`src/include/convAccel_settings.svh`:
```
`ifndef CONV_ACCEL_SETTINGS_SVH
`define CONV_ACCEL_SETTINGS_SVH

// Bits per matrix element
`define CONV_SAMPLE_WIDTH 16

// Accumulator and result width
`define CONV_ACC_WIDTH 40

// Largest row or column count of either matrix
`define CONV_MAX_DIM 64

// Elements held by each operand memory
`define CONV_MEM_DEPTH 4096

// Element address width, log2 of the memory depth
`define CONV_ADDR_WIDTH 12

// Result FIFO entries
`define CONV_FIFO_DEPTH 16

`endif

```
`src/verilog/convArithPkg.sv`:
```
`default_nettype none

`include "convAccel_settings.svh"

package convArithPkg;

    // One signed matrix element
    typedef logic signed [`CONV_SAMPLE_WIDTH-1:0] sampleT;

    // Full-precision element product
    typedef logic signed [2*`CONV_SAMPLE_WIDTH-1:0] productT;

    // Running dot product, wraps on overflow
    typedef logic signed [`CONV_ACC_WIDTH-1:0] accT;

endpackage

`default_nettype wire

```
`src/verilog/resultFifo.sv`:
```
`default_nettype none

`include "convAccel_settings.svh"

module resultFifo (
    input  wire                     clkIn,
    input  wire                     rstIn,
    input  wire                     wrValid,
    input  wire convArithPkg::accT  wrData,
    output logic                    room,
    input  wire                     readyIn,
    output logic                    validOut,
    output convArithPkg::accT       dataOut
);
    import convArithPkg::*;

    localparam int ptrWidth = $clog2(`CONV_FIFO_DEPTH);

    localparam logic [ptrWidth:0] fifoDepth = `CONV_FIFO_DEPTH;

    // Results that can still be on their way after room is sampled
    localparam logic [ptrWidth:0] minFree = 3;

    accT mem [`CONV_FIFO_DEPTH];

    logic [ptrWidth-1:0] wrPtrQ;
    logic [ptrWidth-1:0] rdPtrQ;
    logic [ptrWidth:0]   countQ;
    logic [ptrWidth:0]   freeCount;
    logic                pop;

    assign pop       = validOut && readyIn;
    assign validOut  = (countQ != '0);
    assign dataOut   = mem[rdPtrQ];
    assign freeCount = fifoDepth - countQ;
    assign room      = (freeCount >= minFree);

    always_ff @(posedge clkIn) begin
        if (wrValid) begin
            mem[wrPtrQ] <= wrData;
        end
    end

    // Pointers wrap on the power-of-two depth
    always_ff @(posedge clkIn) begin
        if (rstIn) begin
            wrPtrQ <= '0;
            rdPtrQ <= '0;
            countQ <= '0;
        end else begin
            if (wrValid) begin
                wrPtrQ <= wrPtrQ + 1'b1;
            end
            if (pop) begin
                rdPtrQ <= rdPtrQ + 1'b1;
            end
            case ({wrValid, pop})
                2'b10:   countQ <= countQ + 1'b1;
                2'b01:   countQ <= countQ - 1'b1;
                default: countQ <= countQ;
            endcase
        end
    end

endmodule

`default_nettype wire

```
`config.mk`:
```
export PLATFORM = sky130hd
export DESIGN_NAME = resultFifo
export DESIGN_NICKNAME = d
export VERILOG_FILES = /design/src/verilog/convArithPkg.sv /design/src/verilog/resultFifo.sv
export VERILOG_INCLUDE_DIRS = /design/src /design/src/include
export SDC_FILE = /design/constraint.sdc
export NUM_CORES = 1
export LEC_CHECK = 0
export BUFFER_PORTS_ARGS = -buffer_cell sky130_fd_sc_hd__buf_4
export CAP_MARGIN = 20
export CORE_ASPECT_RATIO = 1.75
export CORE_UTILIZATION = 60
export CTS_CLUSTER_DIAMETER = 100
export DETAILED_ROUTE_END_ITERATION = 6
export PLACE_DENSITY = 0.77
export SETUP_SLACK_MARGIN = 0.05
export SKIP_LAST_GASP = 1
export SYNTH_ARGS = -nofsm -noshare
export SYNTH_HDL_FRONTEND = slang
export SYNTH_SLANG_ARGS = --single-unit
```
`constraint.sdc`:
```
create_clock -name clkIn -period 3.9 [get_ports clkIn]
set_input_delay 0.78 -clock clkIn [delete_from_list [all_inputs] [get_ports clkIn]]
set_output_delay 0.78 -clock clkIn [all_outputs]
set_load 0.02 [all_outputs]
```
Word-level counts from Yosys, hierarchy flattened:

Memory sizes are Yosys's and may differ from the RTL's. A register that Yosys moved wholly into a read port is not among the register bits.
Index checks and enable logic that the tools add are counted.

* flip-flop bits (word level): 13
* RAM bits: 640
* input bits: 44
* memories kept: 1

* add/sub/neg operators: 5
* order comparisons: 1
* eq/ne operators: 2
* mux-type cells: 5
* reduce and logical (&&, ||, !) cells: 3

Memory list
* mem: words 16, width 40, read ports 1, clocked after memory_dff 1, wr ports 1, line resultFifo.sv:24 `` accT mem [`CONV_FIFO_DEPTH]; ``

Operators by type and width (number)
* $pmux W5 S2: 1
* $add A4 B1 Y4 const B: 2
* $mux W4: 2
* $add A5 B1 Y5 const B: 1
* $ge A5 B2 Y1 const B: 1
* $reduce_bool A5 Y1: 1
* $sub A5 B1 Y5 const B: 1
* $sub A5 B5 Y5 const A: 1
* $eq A2 B1 Y1 const B: 1
* $eq A2 B2 Y1 const B: 1
* $mux W1: 2
* $reduce_bool A2 Y1: 1
* $logic_and A1 B1 Y1: 1

Longest topological paths before layout:

Gate-level depths: netlist (run 1).

* word-level depth: 4
* gate-level depth with buffers: 15
* mapped depth without buffers: 12

Least setup slack after synthesis (run 1):

No wires, ideal clock.

* path type: register to register
* from: reg countQ[1]
* to: reg countQ[4]
* library setup time: 0.121 ns
* arrival time: 2.941 ns
* required time: 3.779 ns
* path slack: 0.839 ns
* cell stages (with the launch flop): 16
* path buffers: 3
* cell sequence: dfxtp_1 > clkbuf_1 > inv_1 > ha_1 > nor3b_1 > ha_1 > nor2b_1 > clkbuf_1 > ha_1 > clkbuf_1 > xor2_1 > ha_1 > and3b_1 > o21ai_0 > a31oi_1 > mux2_2

* cells in the longest elaborated chain, start to end: 4
* elaborated cells between the ends (all ways): 8

RTL lines
* start, declared: line resultFifo.sv:28 `logic [ptrWidth:0] countQ;`
* start signal, assigned: line resultFifo.sv:58 `2'b10: countQ <= countQ + 1'b1;`
* start signal, assigned: line resultFifo.sv:59 `2'b01: countQ <= countQ - 1'b1;`
* start signal, assigned: line resultFifo.sv:60 `default: countQ <= countQ;`
* branches (longest 4 deep; another with $sub A5 B1 Y5)

Several ways; the timed one is not identified.
A chain may end at the register's enable or synchronous reset.

==> metrics.md, run 1 <==
| Metric | Value |
|---|---|
| Hold_ws | `0.478 ns` |
| Final worst-path cycle share | `92.5%` |
| FP Rows | `99` |
| First-pass GRT wire length | `77500 um` |
| Clk root buf | `clkbuf_16` |
| Post-place setup slack | `0.669 ns` |
| Starting Density | `60.7%` |
| WS Path Type | `flop to primary output` |
| Max Fclk | `277 MHz` |
| Max Slew Vio Count | `0` |
| CTS Buffer Depth | `3` |
| Die Y | `273 um` |
| Most frequent cell after synthesis | `edfxtp_1` |
| TritonCTS clock tree | `done` |
| Via count of the routed design | `11100` |
| Initial antenna violation count | `4` |
| Routed WL per cell | `30.5 um` |
| Final setup vio count | `0` |
| ANT nets after route | `0` |
| Postcts setup bufs | `0` |
| Clock period minus final worst setup slack | `3.61 ns` |
| Layout cells sized above 1 | `32.3%` |
| Cell count after synthesis | `1008` |
| CP max-delay cell | `mux4_1` |
| RSZ-0062 raised after global routing | `false` |
| Synth top cells by count | `edfxtp_1, mux4_2, mux4_1` |
| Sequential area share after synthesis | `77.7%` |
| Critical path, cell by cell | `buf_12 -> mux4_1 -> mux4_2 -> buf_4` |
| Crit path required time | `3.12 ns` |
| # hold bufs at CTS | `0` |
| Cell variety after synth | `36` |
| Reg clk slew, reported paths | `0.07 ns` |
| Cell taking the most area after synthesis | `edfxtp_1` |
| CP arrival | `2.83 ns` |
| DP Area | `26700 um2` |
| Die width | `157 um` |
| Pin count of the biggest net entering global routing | `49` |
| Fin nets | `1182` |
| Worst setup margin | `0.291 ns` |
| Maximum vdd drop | `596 uV` |
| Largest fanout on the critical path | `48` |
| Die area | `42800 um2` |
| Core outline area | `41500 um2` |
| Pre-antenna DRT Iters | `5` |
| Final wirelength | `52700 um` |
| DR vias/cell | `6.46` |
| Syn_nets | `1063` |
| GR Overflow Total | `0` |
| Power consumption | `16.2 mW` |
| Async set-reset flop share out of synthesis | `0%` |
| Post-synth EDFFs | `640` |
| Boundary pin count | `86` |
| Share of the synthesized area in the top cell type | `76.3%` |
| Final hold viol count | `0` |
| Kind of capture point of the worst setup path | `primary output` |
| Skew-Pair Late Insertion Delay | `0.59 ns` |
| HP Start | `rstIn` |
| Status | `completed` |
| Inst Count DP | `1626` |
| Vias in the first global route | `11900` |
| Cell Pwr Density | `570 nW/um2` |
| H-tree depth | `2` |
| Routability cong. | `0.710` |
| Syn_area_per_cell | `25.0 um2` |
| Detailed-route DRC error count | `0` |
| Starting DRT DRC Count | `1147` |
| Dpl hpwl | `25400 um` |
| Hold WC Path Type | `primary input to flop` |
| Ys flop type | `edfxtp_1` |
| Slew @ Worst Pin | `0.852 ns` |
| MaxCap Viol Count | `0` |
| CP max stage delay | `0.64 ns` |
| Final Util | `68.6%` |
| Synthesis-to-finish area growth | `13.0%` |
| R2R Setup Slk | `0.64 ns` |
| CTS sink cnt | `657` |
| Startpoint types | `flop` |
| Seq cells post-synth | `657` |
| Largest cells by area after synthesis | `edfxtp_1, mux4_2, mux4_1` |
| Yosys warning total | `0` |
| Cts repair resizes | `0` |
| Num CTS Buffers | `54` |
| Leakage power | `8.87 nW` |
| Overall routing resource usage | `26.0%` |
| # port buffers | `85` |
| R2r startpoint | `countQ[1]$_SDFFE_PP0P_` |
| Post-route setup TNS | `0 ns` |
| Slew headroom | `43.2%` |
| Final Cell Area | `28400 um2` |
| Post-Syn Area | `25200 um2` |
| Clock skew | `0.0149 ns` |
| Post-Layout Cell Count | `1725` |
==> routing by layer <==
metal	vias up	routed length [um]	GRT usage, %
met3	133	3900	4.36
met2	547	27700	43.8
met4	4	1930	10.8
met1	5861	19100	33.8
li1	4595	-	-
met5	-	28	0
==> critical path: cells and delay by family, from the launching register on <==
family,cells,cell delay [ns]
flip-flops,1,0.51
buffers and inverters,2,0.53
multiplexers,2,1.13
==> sequential cells by signal, summed over array words and instances, names as in the netlist, named ones only <==
| signal | cells |
|---|---|
| wrPtrQ | 4 |
| mem | 640 |
| rdPtrQ | 4 |
| countQ | 5 |
==> area by class of cell <==
| class | instances | area [um2] |
|---|---|---|
| Tap cell | 555 | 694 |
| Multi-Input combinational cell | 292 | 5300 |
| Timing Repair Buffer | 115 | 1130 |
| Fill cell | 2373 | 13100 |
| Inverter | 7 | 26.3 |
| Clock inverter | 32 | 280 |
| Sequential cell | 657 | 19600 |
| Clock buffer | 65 | 1440 |
| Antenna cell | 2 | 5.00 |
==> logic make-up after synthesis <==
family	share of synthesized area, %
flip-flops	77.7
multiplexers	18.6
buffers and inverters	1.38
AND/OR/NAND/NOR	1.17
AO/OA/AOI/OAI	0.268
adder cells (fa/ha/maj)	0.546
XOR/XNOR	0.348
==> where the power goes <==
part | internal (mW) | switching [mW]
clock network | 2.96 | 2.39
logic | 1.54 | 1.34
registers | 7.86 | 0.134
total | 12.4 | 3.86
==> path summary, 6_finish.rpt <==
kind	end	cells after the start
max	dataOut[19]	4
min	countQ[2]$_SDFFE_PP0P_	2
max reg2reg	countQ[4]$_SDFFE_PP0P_	12
min reg2reg	flop	2
==> placed cells by master, fill, tap and decap left out, types with 2 or more instances in the layout <==
cell type	synthesis	layout
mux2_2	2	2
clkinv_2	0	9
buf_4	0	94
buf_12	3	21
diode_2	0	2
clkbuf_16	0	55
a21oi_1	4	4
nand4_1	2	2
clkbuf_1	28	7
clkinv_1	0	14
edfxtp_1	640	640
xnor2_1	3	3
dfxtp_4	0	3
and2_2	0	16
dfxtp_1	17	13
clkbuf_8	0	3
nor2_1	16	16
bufinv_16	0	5
nor3b_1	2	2
xor2_1	7	7
mux2i_1	3	3
mux4_2	164	164
mux4_1	36	36
o21ai_0	4	4
clkinvlp_4	0	2
ha_1	11	11
inv_1	7	7
nor2b_1	4	4
nand2_1	5	5
No activity file was read; power rests on OpenSTA's default activity.
==> inputs of run 2 (changes only) <==
--- a/config.mk
+++ b/config.mk
@@ -12,9 +12,10 @@
 export CORE_UTILIZATION = 60
 export CTS_CLUSTER_DIAMETER = 100
 export DETAILED_ROUTE_END_ITERATION = 6
-export PLACE_DENSITY = 0.77
+export PLACE_DENSITY = 0.88
 export SETUP_SLACK_MARGIN = 0.05
 export SKIP_LAST_GASP = 1
+export SLEW_MARGIN = 20
 export SYNTH_ARGS = -nofsm -noshare
 export SYNTH_HDL_FRONTEND = slang
 export SYNTH_SLANG_ARGS = --single-unit
==> constraint.sdc (replaced) <==
create_clock -name clkIn -period 4.1 [get_ports clkIn]
set_input_delay 0.82 -clock clkIn [delete_from_list [all_inputs] [get_ports clkIn]]
set_output_delay 0.82 -clock clkIn [all_outputs]
set_load 0.02 [all_outputs]
==> metrics.md, run 2 (synthesis results as in run 1) <==
| Metric | Value |
|---|---|
| Starting DRT DRC Count | `1306 (was 1147)` |
| Boundary pin count | `86 (unchanged)` |
| Combinational Power Share | `17.2% (was 17.7%)` |
| Clock period minus final worst setup slack | `3.92 ns` |
| Sw Ratio | `24.0% (was 23.8%)` |
| DR vias/cell | `6.69 (was 6.46)` |
| Reg clk slew, reported paths | `0.07 ns (about the same)` |
| Layout cells sized above 1 | `32.8% (was 32.3%)` |
| Status | `completed (unchanged)` |
| Postcts setup bufs | `0 (unchanged)` |
| CP max stage delay | `0.80 ns (was 0.64 ns)` |
| Post-Layout Cell Count | `1728 (was 1725)` |
| CP delay by family, top | `multiplexers (unchanged)` |
| Startpoint types | `flop (unchanged)` |
| Num CTS Buffers | `54 (unchanged)` |
| TritonCTS clock tree | `done (unchanged)` |
| Met1 Wirelength | `19300 um (was 19100 um)` |
| Sequential Power Share | `48.6% (was 49.3%)` |
| CTS Buffer Depth | `3 (unchanged)` |
| Pre-antenna DRT Iters | `5 (unchanged)` |
| Overall routing resource usage | `27.2% (was 26.0%)` |
| Detailed-route DRC error count | `0 (unchanged)` |
| FP Rows | `99 (unchanged)` |
| Largest fanout on the critical path | `31 (was 48)` |
| ANT nets after route | `0 (unchanged)` |
| H-tree depth | `2 (unchanged)` |
| Clk pwr share | `34.2% (was 33.0%)` |
| Clock skew | `0.0288 ns (was 0.0149 ns)` |
| Slew headroom | `40.3% (was 43.2%)` |
| Starting Density | `60.7% (unchanged)` |
| GR Overflow Total | `0 (unchanged)` |
| Final-layout fill cell count | `2264 (was 2373)` |
| Psw | `3.77 mW (was 3.86 mW)` |
| Final setup vio count | `0 (unchanged)` |
| Routed WL per cell | `32.2 um (was 30.5 um)` |
| Skew-Pair Late Insertion Delay | `0.60 ns (was 0.59 ns)` |
| WS Path Type | `flop to primary output (unchanged)` |
| Cts repair resizes | `0 (unchanged)` |
| Most frequent cells in the layout | `edfxtp_1, mux4_2, buf_4, clkbuf_16, mux4_1 (unchanged)` |
| Die Y | `273 um (unchanged)` |
| Largest reg by FF count | `mem (unchanged)` |
| Leakage power | `8.91 nW (was 8.87 nW)` |
| Cell Int Power | `12.0 mW (was 12.4 mW)` |
| Final hold viol count | `0 (unchanged)` |
| Clk root buf | `clkbuf_16 (unchanged)` |
| Maximum vdd drop | `399 uV (was 596 uV)` |
| Max Slew Vio Count | `0 (unchanged)` |
| Final wirelength | `55600 um (was 52700 um)` |
| Slew @ Worst Pin | `0.895 ns (was 0.852 ns)` |
| Crit path buf inv count | `2 (unchanged)` |
| Vias in the first global route | `12000 (was 11900)` |
| First-pass GRT wire length | `80200 um (was 77500 um)` |
| Pin count of the biggest net entering global routing | `69 (was 49)` |
| Max reg flops | `640 (unchanged)` |
| Die area | `42800 um2 (unchanged)` |
| Critical path, cell by cell | `buf_12 -> mux4_1 -> mux4_2 -> buf_4 (unchanged)` |
| # port buffers | `85 (unchanged)` |
| Synthesis-to-finish area growth | `13.1% (was 13.0%)` |
| Routability cong. | `0.739 (was 0.710)` |
| Kind of capture point of the worst setup path | `primary output (unchanged)` |
| Met2 WL | `29100 um (was 27700 um)` |
| Crit path required time | `3.28 ns (was 3.12 ns)` |
| CP arrival | `3.10 ns (was 2.83 ns)` |
| Dpl hpwl | `28600 um (was 25400 um)` |
| # hold bufs at CTS | `0 (unchanged)` |
| Final worst-path cycle share | `95.7%` |
| Inst Count DP | `1627 (was 1626)` |
| RSZ-0062 raised after global routing | `false (unchanged)` |
| Top Registers | `mem x640, countQ x5 (unchanged)` |
| Multi-input gate area | `5300 um2 (about the same)` |
| Fin nets | `1183 (was 1182)` |
| Max Fclk | `255 MHz` |
| Via count of the routed design | `11600 (was 11100)` |
| Core outline area | `41500 um2 (unchanged)` |
| MaxCap Viol Count | `0 (unchanged)` |
| Hold WC Path Type | `primary input to flop (unchanged)` |
| CP max-delay cell | `dfxtp_4 (was mux4_1)` |
| Cell Pwr Density | `553 nW/um2 (was 570 nW/um2)` |
| CTS sink cnt | `657 (unchanged)` |
| Reg area | `19600 um2 (unchanged)` |
| Met3 wire len | `4840 um (was 3900 um)` |
| Post-route setup TNS | `0 ns (unchanged)` |
| Initial antenna violation count | `1 (was 4)` |
| Most common cell after layout, fill and taps aside | `edfxtp_1 (unchanged)` |
| Highest metal used | `met4 (was met5)` |
| Die width | `157 um (unchanged)` |
run 2: changes by cell type in the layout (fill, tap and decap cells not counted), sizes merged:
cell and delta:
diode -1, buf +1, clkbuf +4, bufinv +3, clkinv -5, inv +1
run 2: power groups by stage:
stage	clock (mW)	sequential, mW	combinational, mW
2_1_floorplan	0	7.66	2.11
3_5_place_dp	0	7.80	2.72
5_1_grt	5.66	7.67	2.87
3_3_place_gp	0	7.78	2.63
4_1_cts	5.42	7.66	2.74
6_report	5.39	7.65	2.71
run 2: path summary, 6_finish.rpt:
check                         startpoint  slack [ns]  cells after the start                      to
setup / recovery                    flop        0.18                      4             dataOut[20]
hold / removal                 wrData[2]        0.51                      1     mem[4][2]$_DFFE_PP_
setup reg to reg  countQ[1]$_SDFFE_PP0P_        0.71                     12  countQ[4]$_SDFFE_PP0P_
hold reg to reg   countQ[4]$_SDFFE_PP0P_        0.57                      2  countQ[4]$_SDFFE_PP0P_
run 2: through the flow:
| step | hold slack [ns] | total power, mW | instance area, um2 | setup slack, ns | utilization [%] |
|---|---|---|---|---|---|
| finish | 0.509 | 15.8 | 28500 | 0.175 | 68.6 |
| global route | 0.498 | 16.2 | 28500 | 0.0642 | 68.6 |
| CTS | 0.484 | 15.8 | 28500 | 0.131 | 68.6 |
| detailed placement | 0.515 | 10.5 | 26600 | 0.755 | 64.2 |
| global placement | 0.499 | 10.4 | 26600 | 0.887 | 64.2 |
| floorplan | 0.485 | 9.77 | 25200 | 1.04 | - |
run 2: area by class of cell:
cell class / instances / area share, %
inverter: 7 / 0.0923
multi-input combinational: 292 / 18.6
sequential: 657 / 68.7
clock inverter: 31 / 1.33
antenna: 1 / 0.00879
timing repair buffer: 116 / 3.67
clock buffer: 69 / 5.12
tap: 555 / 2.44
run 2: layer usage:
layer	GRT usage [%]	up-vias
met5	0	-
met3	4.12	144
li1	-	4603
met2	45.5	785
met4	12.4	0
met1	35.5	6033
run 2: worst register-to-register path: stages, from the launching register on:
cell and delay [ns]:
dfxtp_1 0.50, inv_1 0.13, ha_1 0.23, nor3b_1 0.14
ha_1 0.21, nor2b_1 0.44, ha_1 0.42, xor2_1 0.18
ha_1 0.21, and3b_1 0.17, o21ai_0 0.07, a31oi_1 0.23
mux2_2 0.35
