**src/include/convAccel_settings.svh**
```systemverilog
`ifndef CONV_ACCEL_SETTINGS_SVH
`define CONV_ACCEL_SETTINGS_SVH

// Bits per matrix element
`define CONV_SAMPLE_WIDTH 16

// Accumulator and result width
`define CONV_ACC_WIDTH 40

// Largest row or column count of either matrix
`define CONV_MAX_DIM 64

// Elements held by each operand memory
`define CONV_MEM_DEPTH 4096

// Element address width, log2 of the memory depth
`define CONV_ADDR_WIDTH 12

// Result FIFO entries
`define CONV_FIFO_DEPTH 16

`endif

```
**src/verilog/convArithPkg.sv**
```systemverilog
`default_nettype none

`include "convAccel_settings.svh"

package convArithPkg;

    // One signed matrix element
    typedef logic signed [`CONV_SAMPLE_WIDTH-1:0] sampleT;

    // Full-precision element product
    typedef logic signed [2*`CONV_SAMPLE_WIDTH-1:0] productT;

    // Running dot product, wraps on overflow
    typedef logic signed [`CONV_ACC_WIDTH-1:0] accT;

endpackage

`default_nettype wire

```
**src/verilog/convIfs.sv**
```systemverilog
`default_nettype none

`include "convAccel_settings.svh"


// Operand pairs from the memories to the MAC, one cycle behind the read
interface operandIf;
    import convArithPkg::*;

    sampleT dataVal;
    sampleT filtVal;
    logic   valid;
    logic   last;

    modport src (
        output dataVal,
        output filtVal,
        output valid,
        output last
    );

    modport sink (
        input dataVal,
        input filtVal,
        input valid,
        input last
    );

endinterface

`default_nettype wire

```
**src/verilog/macUnit.sv**
```systemverilog
`default_nettype none

`include "convAccel_settings.svh"

module macUnit (
    input  wire               clkIn,
    input  wire               rstIn,
    operandIf.sink            op,
    output logic              resultValid,
    output convArithPkg::accT result
);
    import convArithPkg::*;

    productT product;
    accT     sumQ;
    accT     sumNext;

    // Signed multiply, product sign-extended into the accumulator
    assign product = op.dataVal * op.filtVal;
    assign sumNext = sumQ + accT'(product);

    always_ff @(posedge clkIn) begin
        if (rstIn) begin
            sumQ        <= '0;
            resultValid <= 1'b0;
        end else begin
            resultValid <= op.valid & op.last;
            if (op.valid) begin
                // Next window starts from zero
                if (op.last) begin
                    sumQ <= '0;
                end else begin
                    sumQ <= sumNext;
                end
            end
        end
    end

    // Final sum of the window
    always_ff @(posedge clkIn) begin
        if (op.valid && op.last) begin
            result <= sumNext;
        end
    end

endmodule

`default_nettype wire

```
**src/flat_wrapper.sv**
```systemverilog
// flat-port wrapper written by rule: the top's interface ports become plain ports
module macUnit_flat import convArithPkg::*;
  (clkIn, rstIn, resultValid, result, op_dataVal, op_filtVal, op_valid, op_last);
  operandIf op_i ();
  input  wire clkIn;
  input  wire rstIn;
  output logic resultValid;
  output convArithPkg::accT result;
  input wire logic [$bits(op_i.dataVal)-1:0] op_dataVal;
  input wire logic [$bits(op_i.filtVal)-1:0] op_filtVal;
  input wire logic [$bits(op_i.valid)-1:0] op_valid;
  input wire logic [$bits(op_i.last)-1:0] op_last;
  assign op_i.dataVal = op_dataVal;
  assign op_i.filtVal = op_filtVal;
  assign op_i.valid = op_valid;
  assign op_i.last = op_last;
  macUnit u_core (.clkIn(clkIn), .rstIn(rstIn), .op(op_i), .resultValid(resultValid), .result(result));
endmodule
```
**config.mk**
```make
export PLATFORM = sky130hd
export DESIGN_NAME = macUnit_flat
export DESIGN_NICKNAME = d
export VERILOG_FILES = /design/src/verilog/convArithPkg.sv /design/src/verilog/convIfs.sv /design/src/verilog/macUnit.sv /design/src/flat_wrapper.sv
export VERILOG_INCLUDE_DIRS = /design/src /design/src/include
export SDC_FILE = /design/constraint.sdc
export NUM_CORES = 1
export LEC_CHECK = 0
export ABC_AREA = 1
export ABC_CLOCK_PERIOD_IN_PS = 13160
export BUFFER_PORTS_ARGS = -buffer_cell sky130_fd_sc_hd__buf_2
export CAP_MARGIN = 20
export CORE_MARGIN = 2
export CORE_UTILIZATION = 55
export DETAILED_ROUTE_END_ITERATION = 8
export HOLD_SLACK_MARGIN = 0.06
export PLACE_DENSITY = 0.83
export SLEW_MARGIN = 20
export SYNTH_ARGS = -nofsm -noshare
export SYNTH_HDL_FRONTEND = slang
export SYNTH_SLANG_ARGS = --single-unit
```
**constraint.sdc**
```tcl
create_clock -name clkIn -period 13.16 [get_ports clkIn]
set_input_delay 1.974 -clock clkIn [delete_from_list [all_inputs] [get_ports clkIn]]
set_output_delay 1.974 -clock clkIn [all_outputs]
set_load 0.005 [all_outputs]
```
---- Word-level counts from Yosys, hierarchy flattened ----
Cells that the tools add are included.
storage, ports and cells
  flip-flop bits (word level) ............. 81
  logic and storage cells ................. 8
  input port bits ......................... 36
  output and inout port bits .............. 41
cells by class
  $mul .................................... 1
  reductions and logical operators ........ 1
  bitwise operators ....................... 1
  add/subtract/negate cells ............... 1
  multiplexer cells ....................... 1
operator list
  kind               count
  $add 40x32->40     1
  $mux 40            1
  $mul 16x16->32     1
  $and 1x1->1        1
  $logic_and 1x1->1  1

---- Depth between registers and ports, before layout ----
Gate-level depths: netlist of the first run.
  word-level depth ........................ 3
  mapped depth ............................ 29
  depth with buffers taken out ............ 27

---- Worst setup path after synthesis of the first run ----
No wires, ideal clock.
  path type ............................... input -> register
  from .................................... input port op_filtVal[3]
  to ...................................... register u_core.result[38] (data pin)
  arrival ................................. 7.270 ns
  setup time .............................. 0.255 ns
  slack ................................... 5.635 ns
  stages .................................. 23
  buffers on the path ..................... 2
  required time ........................... 12.905 ns
  path through ............................ clkbuf_1 -> clkbuf_1 -> nand2_1 -> inv_1 -> fa_1 -> inv_1 -> fa_1 -> inv_1 -> fa_1 -> inv_1 -> fa_1 -> fa_1 -> inv_1 -> fa_1 -> ha_1 -> inv_1 -> nor3_1 -> nand2_1 -> nor2_1 -> nand4_1 -> nand3_1 -> nand2_1 -> and2_1
between the ends
  longest elaborated chain between the ends .. 2
RTL lines
  what                          line                RTL
  from (decl)                   flat_wrapper.sv:10  input wire logic [$bits(op_i.filtVal)-1:0] op_filtVal;
  $mul 16x16->32                macUnit.sv:19       assign product = op.dataVal * op.filtVal;
  $add 40x32->40                macUnit.sv:20       assign sumNext = sumQ + accT'(product);
  named net u_core.sumNext[38]  macUnit.sv:16       accT sumNext;
  to (signal assigned)          macUnit.sv:42       result <= sumNext;
  to (decl)                     macUnit.sv:10       output convArithPkg::accT result
The timed path passes the listed nets, and every way through them passes these cells.
A chain may end at the register's enable or synchronous reset.

---- Worst setup path after layout of the first run ----
  from .................................... input port op_dataVal[15]
  to ...................................... register u_core.result[38] (data pin)
between the ends
  longest elaborated chain between the ends .. 2
RTL lines
  what                          line               RTL
  from (decl)                   flat_wrapper.sv:9  input wire logic [$bits(op_i.dataVal)-1:0] op_dataVal;
  $mul 16x16->32                macUnit.sv:19
  $add 40x32->40                macUnit.sv:20
  named net u_core.sumNext[38]  macUnit.sv:16
The timed path passes the listed nets, and every way through them passes these cells.

==> results.toml, run 1 <==
[clocking]
clk_pin_slew_ns = 0.07
cts_setup_buffers = 0
htreeDepth = 3
ctsResizeCount = 0
cts.sinks = 81
cts_root_buf = "clkbuf_16"
clock_latency_ns = 0.36
cts_tree = "yes"
numCtsBuffers = 9
ctsHoldBuffers = 0
cts_buffer_depth = 2

[worst_hold_path]
hold_end = "u_core.sumQ[0]"
min_path_type = "reg2reg"
whs_path_depth = 2
holdCritStartpoint = "u_core.sumQ[0]"

[setup_path]
arrival_ns = 7.86
crit_top_cell = "inv_1"
worstRegToRegCells = 18
worst-path-buf-inv = 7
slowest_delay_ns = 0.67
slowest_stage = "fa_2"
cp-end-kind = "register"
criticalPathCategory = "in2reg"
crit_chain = "buf_2, nand2_1, inv_1, fa_2, inv_1, fa_1, inv_1, fa_1, inv_1, fa_1, fa_1, inv_1, fa_1, ha_1, inv_1, nor3_1, nand2_1, nor2_1, nand4_1, nand3_1, nand2_1, and2_1"
reg2reg_slack_ns = 8.24
worstPathRequired_ns = 13.27
crit_family = "adder cells"
crit_fanout = 16
cp-start-kind = "primary input"
reg2reg_from = "u_core.sumQ[15]"
reg2reg_to = "u_core.result[20]"

[placed_design]
hpwl_um = 33800
dp_slack_ns = 5.03
io_buffers = 76
globalplace.congestion = 0.960

[layout]
syn2layout_area_growth_pct = 5.50
final_nets = 2522
drive_above_1_share = 0.0650
antenna_cells = 0
seqCellArea_mm2 = 0.00202
multi_input_area_mm2 = 0.0117
nFillCells = 2523

[floorplanning]
ios = 77
rows = 62
die_x_um = 176
fp.dieH_um = 176
core_mm2 = 0.0289
initial_core_util = 0.562
die_area_mm2 = 0.0309

[detailed_routing]
via_per_inst = 5.16
dr.pass1.iters = 6
ant_nets = 0
route.detailed.drc = 0
vias = 12500
routed_wl_um = 39500
wl_per_cell_um = 16.3
drtIter0Drc = 995

[logic_synthesis]
syn_area_mm2 = 0.0162
synth-main-ff-cell = "dfxtp_1"
ys_async_sr_fraction = 0
synth.most_common_cell = "inv_1"
syn_nets = 2505
yosysSeqAreaShare = 0.125
ys_ff_latch = 81
synth_cell_types = 32
synth_compound_area_frac = 0.0296
synthAdderAreaFrac = 0.496
ys_top_cells_by_area = "fa_1 (41%), inv_1 (14%), nand2_1 (12%), ha_1 (8.9%), edfxtp_1 (7.4%)"
synth_top_area_frac = 0.408
synthCells = 2024
syn_avg_cell_area_um2 = 8.01
synth_edf_count = 40
synth-xor-area-share = 0.0123
yosysWarningCount = 0
synthMuxAreaShare = 0
synth_simple_gate_area_frac = 0.183
synthTopCellsByCount = "inv_1 (587), nand2_1 (527), fa_1 (330)"
synth_top_family_by_area = "adder cells"
yosysTopAreaCell = "fa_1"

[sta]
fmax_mhz = 129
fin_ws_ns = 5.41
finalClockSkew_ns = 0.0104
grt_setup_unrepaired = "no"
hold_viol_final = 0
period_share = 0.589
relSlewSlack = 0.323
final-max-slew-violation-count = 0
worst_pin_slew_ns = 1.01
finalSetupTns_ns = 0
fin_crit_ns = 7.75
setup_violations = 0

[flow_run]
maxCapViolCount = 0

[grt]
grt_max_degree = 42
grt_pass1_wl_um = 66500
antenna_found_initial = 0
grt_overflow = 0
grt_usage = 0.273
grt_pass1_vias = 13500

[outcome]
status = "finished clean"
## flip-flops by register name, indices dropped and copies added (netlist names)
name,flops
u_core.result,40
u_core.sumQ,40
u_core.resultValid,1
## layout by cell type (no fill, tap or decap), types with 4 or more instances in the layout
| cell | instances |
|---|---|
| nand3_1 | 52 |
| nor3_1 | 6 |
| nand4_1 | 9 |
| a21oi_1 | 64 |
| xnor2_1 | 4 |
| edfxtp_1 | 40 |
| a21oi_2 | 4 |
| fa_1 | 329 |
| nand2_2 | 13 |
| and2_1 | 18 |
| inv_2 | 5 |
| dfxtp_1 | 41 |
| ha_1 | 115 |
| nor2_2 | 5 |
| buf_2 | 76 |
| nand2_1 | 527 |
| nand3b_1 | 6 |
| inv_1 | 586 |
| clkbuf_16 | 9 |
| nor2_1 | 85 |
| xor2_1 | 15 |
| o21bai_1 | 9 |
| o21ai_0 | 4 |
## tightest hold or removal path, stage by stage, from the launching register on
cell and delay [ns]:
dfxtp_1 0.32, nand2_1 0.06, a21oi_1 0.05
## cell families after synthesis
group / after synthesis
AOI/OAI and AO/OA: 85
DFF: 81
buffers and inverters: 664
and+or+nand+nor: 728
xor gates and xnor gates: 21
adders and majority gates: 445
## layer usage
layer  GRT usage  share of wire
met1       0.363           0.41
met5           0              0
met4      0.0999          0.030
met2       0.465           0.49
met3      0.0323          0.067
## metrics by stage
stage                     cell area (um2)  hold WS, ns   util  cells
final                               17100        0.472  0.593   2430
after global routing                17100        0.493  0.593   2430
after CTS                           17100        0.471  0.593   2430
after detailed placement            16800        0.462  0.583   2414
after global placement              16800        0.457  0.583   2414
after floorplan                     16200        0.445      -   2024
## worst max path at each step
| stage | cells past startpoint | slack [ns] | end | start |
|---|---|---|---|---|
| 2_1_floorplan | 23 | 5.64 | u_core.result[38] | op_filtVal[3] |
| 3_3_place_gp | 21 | 5.04 | u_core.result[36] | op_filtVal[1] |
| 3_5_place_dp | 22 | 5.03 | u_core.result[36] | op_dataVal[15] |
| 4_1_cts | 21 | 5.40 | u_core.result[36] | op_dataVal[15] |
| 5_1_grt | 22 | 4.99 | u_core.result[39] | op_dataVal[15] |
| 6_report | 22 | 5.41 | u_core.result[38] | op_dataVal[15] |
## final cells by class
type,instances,share of cell area
inverters,591,0.130
clock buffers,9,0.0132
well taps,384,0.0281
repair buffers,79,0.0236
clock inverters,7,0.00315
flip-flops and latches,81,0.118
multi-input cells,1279,0.684
Power of run 1 is not shown: default switching activity piles up to over one toggle a cycle in this logic, so the estimate is an artifact.
==> run 2: changes to the inputs <==
Settings changed: ABC_CLOCK_PERIOD_IN_PS 13160 to 8039.
Clock period 13.16 ns to 8.04 ns, I/O delays scaled along.
==> results.toml, run 2 (same netlist as run 1, synthesis figures left out) <==
[detailed_routing]
vias = 12500
dr.pass1.iters = 6
route.detailed.drc = 0
ant_nets = 0
routed.top_layer = "met4"
routed_wl_um = 40600
dr_wl_met3_um = 2280
via_per_inst = 5.14
wl_met2_um = 20400
wl_per_cell_um = 16.7
wl_met1_um = 16600
drtIter0Drc = 794

[layout]
final_cell_mix = "inv_1 (586), nand2_1 (527), fa_1 (330)"
antenna_cells = 0
nFillCells = 2557
multi_input_area_mm2 = 0.0117
seqCellArea_mm2 = 0.00202
drive_above_1_share = 0.0640
mostFrequentLayoutCell = "inv_1"
final_nets = 2523
syn2layout_area_growth_pct = 5.47
reg_top3 = "u_core.result x40, u_core.sumQ x40, u_core.resultValid x1"

[clocking]
clock_latency_ns = 0.36
cts_root_buf = "clkbuf_16"
cts_tree = "yes"
cts.sinks = 81
ctsHoldBuffers = 0
htreeDepth = 3
cts_buffer_depth = 2
cts_setup_buffers = 0
ctsResizeCount = 0
clk_pin_slew_ns = 0.07
numCtsBuffers = 9

[floorplanning]
ios = 77
die_area_mm2 = 0.0309
initial_core_util = 0.562
die_x_um = 176
core_mm2 = 0.0289
rows = 62
fp.dieH_um = 176

[sta]
fmax_mhz = 141
finalClockSkew_ns = 0.00662
relSlewSlack = 0.287
grt_setup_unrepaired = "no"
fin_crit_ns = 7.10
finalSetupTns_ns = 0
fin_ws_ns = 0.943
worst_pin_slew_ns = 1.07
period_share = 0.883
final-max-slew-violation-count = 0
setup_violations = 0
hold_viol_final = 0
whs_ns = 0.465

[setup_path]
crit_top_cell = "fa_1"
cp-end-kind = "register"
arrival_ns = 7.21
crit_fanout = 16
worstPathRequired_ns = 8.16
crit_chain = "buf_2, nand2_1, inv_1, fa_1, inv_1, fa_1, inv_1, fa_1, inv_1, fa_1, fa_1, fa_1, inv_1, ha_1, nand2_1, nor2_1, nand2_1, nor2_1, nand3_1, nand3_1, nand2_1, and2_1"
worst-path-buf-inv = 6
cp-start-kind = "primary input"
slowest_delay_ns = 0.75
crit_family = "adder cells"
slowest_stage = "fa_1"
criticalPathCategory = "in2reg"

[grt]
grt_usage = 0.281
grt_overflow = 0
grt_pass1_vias = 13600
grt_max_degree = 42
antenna_found_initial = 0
grt_pass1_wl_um = 67700

[placed_design]
io_buffers = 76
globalplace.congestion = 0.913
hpwl_um = 34600
dp_slack_ns = 0.547

[flow_run]
maxCapViolCount = 0

[outcome]
status = "finished clean"

[worst_hold_path]
min_path_type = "reg2reg"
## run 2: cell count changes in the layout (fill, tap and decap cells not counted), sizes merged
cell    delta
buf        +1
clkinv     +1
inv        -1
## run 2: area by class of cell
type / count / share of cell area
timing repair buffer: 80 / 0.0240
sequential: 81 / 0.118
multi-input combinational: 1279 / 0.684
clock inverter: 7 / 0.00263
tap: 384 / 0.0281
inverter: 591 / 0.130
clock buffer: 9 / 0.0132
## run 2: worst register-to-register path, delay by kind of cell (launching register included)
family                   cells  cell delay, ns
adder cells (fa/ha/maj)      6            2.88
buffers and inverters        5            0.28
AO/OA/AOI/OAI                1            0.33
AND/OR/NAND/NOR              6            0.92
flip-flops                   1            0.33
## run 2: final timing paths
kind | startpoint | end | slack (ns) | cells past startpoint
setup / recovery | op_dataVal[15] | u_core.result[36] | 0.94 | 22
hold / removal | u_core.sumQ[15] | u_core.sumQ[15] | 0.47 | 2
setup reg to reg | u_core.sumQ[15] | u_core.result[20] | 3.03 | 18
hold reg to reg | u_core.sumQ[15] | u_core.sumQ[15] | 0.47 | 2
## run 2: per-layer routing
| metal | vias to the layer above | global-route usage |
|---|---|---|
| li1 | 5798 | - |
| met1 | 6186 | 0.362 |
| met2 | 422 | 0.489 |
| met3 | 88 | 0.0342 |
| met4 | 0 | 0.105 |
| met5 | - | 0 |
## run 2: through the flow
| step | area, um2 | util | std cells |
|---|---|---|---|
| 2_1_floorplan | 16200 | - | 2024 |
| 3_3_place_gp | 16800 | 0.583 | 2415 |
| 3_5_place_dp | 16800 | 0.583 | 2415 |
| 4_1_cts | 17100 | 0.592 | 2431 |
| 5_1_grt | 17100 | 0.592 | 2431 |
| 6_report | 17100 | 0.592 | 2431 |
Power of run 2 is left out for the same reason.
==> run 3: changes to the inputs <==
Settings changed: BUFFER_PORTS_ARGS -buffer_cell sky130_fd_sc_hd__buf_2 to -buffer_cell sky130_fd_sc_hd__buf_4.
==> results.toml, run 3 (same netlist as run 1, synthesis figures left out) <==
[clocking]
htreeDepth = 3
ctsHoldBuffers = 0
clk_pin_slew_ns = 0.07
ctsResizeCount = 0
clock_latency_ns = 0.36
cts.sinks = 81
cts_setup_buffers = 0
cts_tree = "yes"
cts_root_buf = "clkbuf_16"
numCtsBuffers = 9
cts_buffer_depth = 2

[detailed_routing]
drtIter0Drc = 794
routed_wl_um = 39600
wl_per_cell_um = 16.3
via_per_inst = 5.08
vias = 12400
route.detailed.drc = 0
dr.pass1.iters = 5
ant_nets = 0

[sta]
worst_pin_slew_ns = 1.00
final-max-slew-violation-count = 0
period_share = 0.890
whs_ns = 0.476
grt_setup_unrepaired = "no"
setup_violations = 0
finalClockSkew_ns = 0.00871
fin_crit_ns = 7.16
hold_viol_final = 0
fmax_mhz = 140
relSlewSlack = 0.329
finalSetupTns_ns = 0

[layout]
syn2layout_area_growth_pct = 6.66
stdcell_area_mm2 = 0.0173
mostFrequentLayoutCell = "inv_1"
antenna_cells = 0
final_nets = 2523
drive_above_1_share = 0.0635
final_cell_mix = "inv_1 (586), nand2_1 (527), fa_1 (330)"
reg_top3 = "u_core.result x40, u_core.sumQ x40, u_core.resultValid x1"

[placed_design]
dpl_cell_area_mm2 = 0.0170
globalplace.congestion = 0.934
io_buffers = 76
hpwl_um = 34100

[setup_path]
slowest_stage = "fa_1"
crit_top_cell = "fa_1"
crit_chain = "buf_4, nand2_1, inv_1, fa_1, inv_1, fa_1, inv_1, fa_1, inv_1, fa_1, fa_1, fa_1, inv_1, ha_1, nand2_1, nor2_1, nand2_1, nor2_1, nand3_1, nand3_1, nand2_1, and2_1"
arrival_ns = 7.27
worst-path-buf-inv = 6
crit_family = "adder cells"
cp-end-kind = "register"
cp-start-kind = "primary input"
worstPathRequired_ns = 8.15
worstRegToRegCells = 18
reg2reg_to = "u_core.result[20]"
reg2reg_slack_ns = 3.05
crit_fanout = 16
slowest_delay_ns = 0.75
reg2reg_from = "u_core.sumQ[15]"
criticalPathCategory = "in2reg"

[outcome]
status = "finished clean"

[floorplanning]
ios = 77
rows = 62
fp.dieH_um = 176
die_area_mm2 = 0.0309
core_mm2 = 0.0289
initial_core_util = 0.562
die_x_um = 176

[grt]
antenna_found_initial = 0
grt_usage = 0.275
grt_pass1_wl_um = 66500
grt_max_degree = 42
grt_pass1_vias = 13300
grt_overflow = 0

[worst_hold_path]
hold_end = "u_core.sumQ[3]"
whs_path_depth = 2
holdCritStartpoint = "u_core.sumQ[3]"
min_path_type = "reg2reg"

[flow_run]
maxCapViolCount = 0
run 3: changes by cell type in the layout (fill, tap and decap cells not counted):
cell / before / now
clkinvlp_4: 2 / 1
inv_6: 2 / 1
clkinv_4: 0 / 1
clkinv_2: 1 / 0
buf_4: 4 / 80
buf_2: 76 / 0
inv_8: 0 / 1
clkbuf_1: 0 / 2
clkinv_1: 2 / 1
run 3: layout make-up:
class                           instances  area (um2)
Clock buffer                           11         233
Clock inverter                          5        40.0
Fill cell                            2512       11600
Inverter                              591        2220
Multi-Input combinational cell       1279       11700
Sequential cell                        81        2020
Tap cell                              384         480
Timing Repair Buffer                   80         601
run 3: worst max path at each step:
| stage | start | end | slack, ns | cells after the start |
|---|---|---|---|---|
| 2_1_floorplan | op_filtVal[3] | u_core.result[38] | 1.28 | 23 |
| 3_3_place_gp | op_dataVal[15] | u_core.result[36] | 0.77 | 22 |
| 3_5_place_dp | op_dataVal[15] | u_core.result[36] | 0.52 | 22 |
| 4_1_cts | op_dataVal[15] | u_core.result[36] | 0.87 | 22 |
| 5_1_grt | op_filtVal[1] | u_core.result[36] | 0.51 | 22 |
| 6_report | op_filtVal[1] | u_core.result[36] | 0.88 | 22 |
run 3: worst reg2reg max path: stages (launching register included):
cell and delay, ns:
dfxtp_1 0.33, inv_1 0.07, fa_1 0.52, inv_1 0.06, fa_1 0.54, fa_1 0.45
fa_1 0.56, inv_1 0.07, fa_1 0.51, inv_1 0.05, ha_1 0.32, nand2_1 0.12
inv_1 0.04, nand2_1 0.05, nand3_1 0.12, a21oi_1 0.29, nand2_1 0.15, or2_2 0.30
and2_1 0.18
run 3: metrics by stage:
| stage | util | setup WS [ns] | instances |
|---|---|---|---|
| CTS | 0.599 | 0.873 | 2431 |
| finish | 0.599 | 0.884 | 2431 |
| global placement | 0.590 | 0.768 | 2415 |
| global route | 0.599 | 0.508 | 2431 |
| detailed placement | 0.590 | 0.517 | 2415 |
| floorplan | - | 1.28 | 2024 |
run 3: metal layers:
layer,up-vias,share of wire,global-route usage,routed length (um)
met4,0,0.034,0.0957,1350
li1,5797,-,-,-
met1,6073,0.42,0.367,16800
met3,97,0.053,0.0320,2090
met2,386,0.49,0.468,19400
met5,-,0,0,0
Power of run 3 is left out for the same reason.
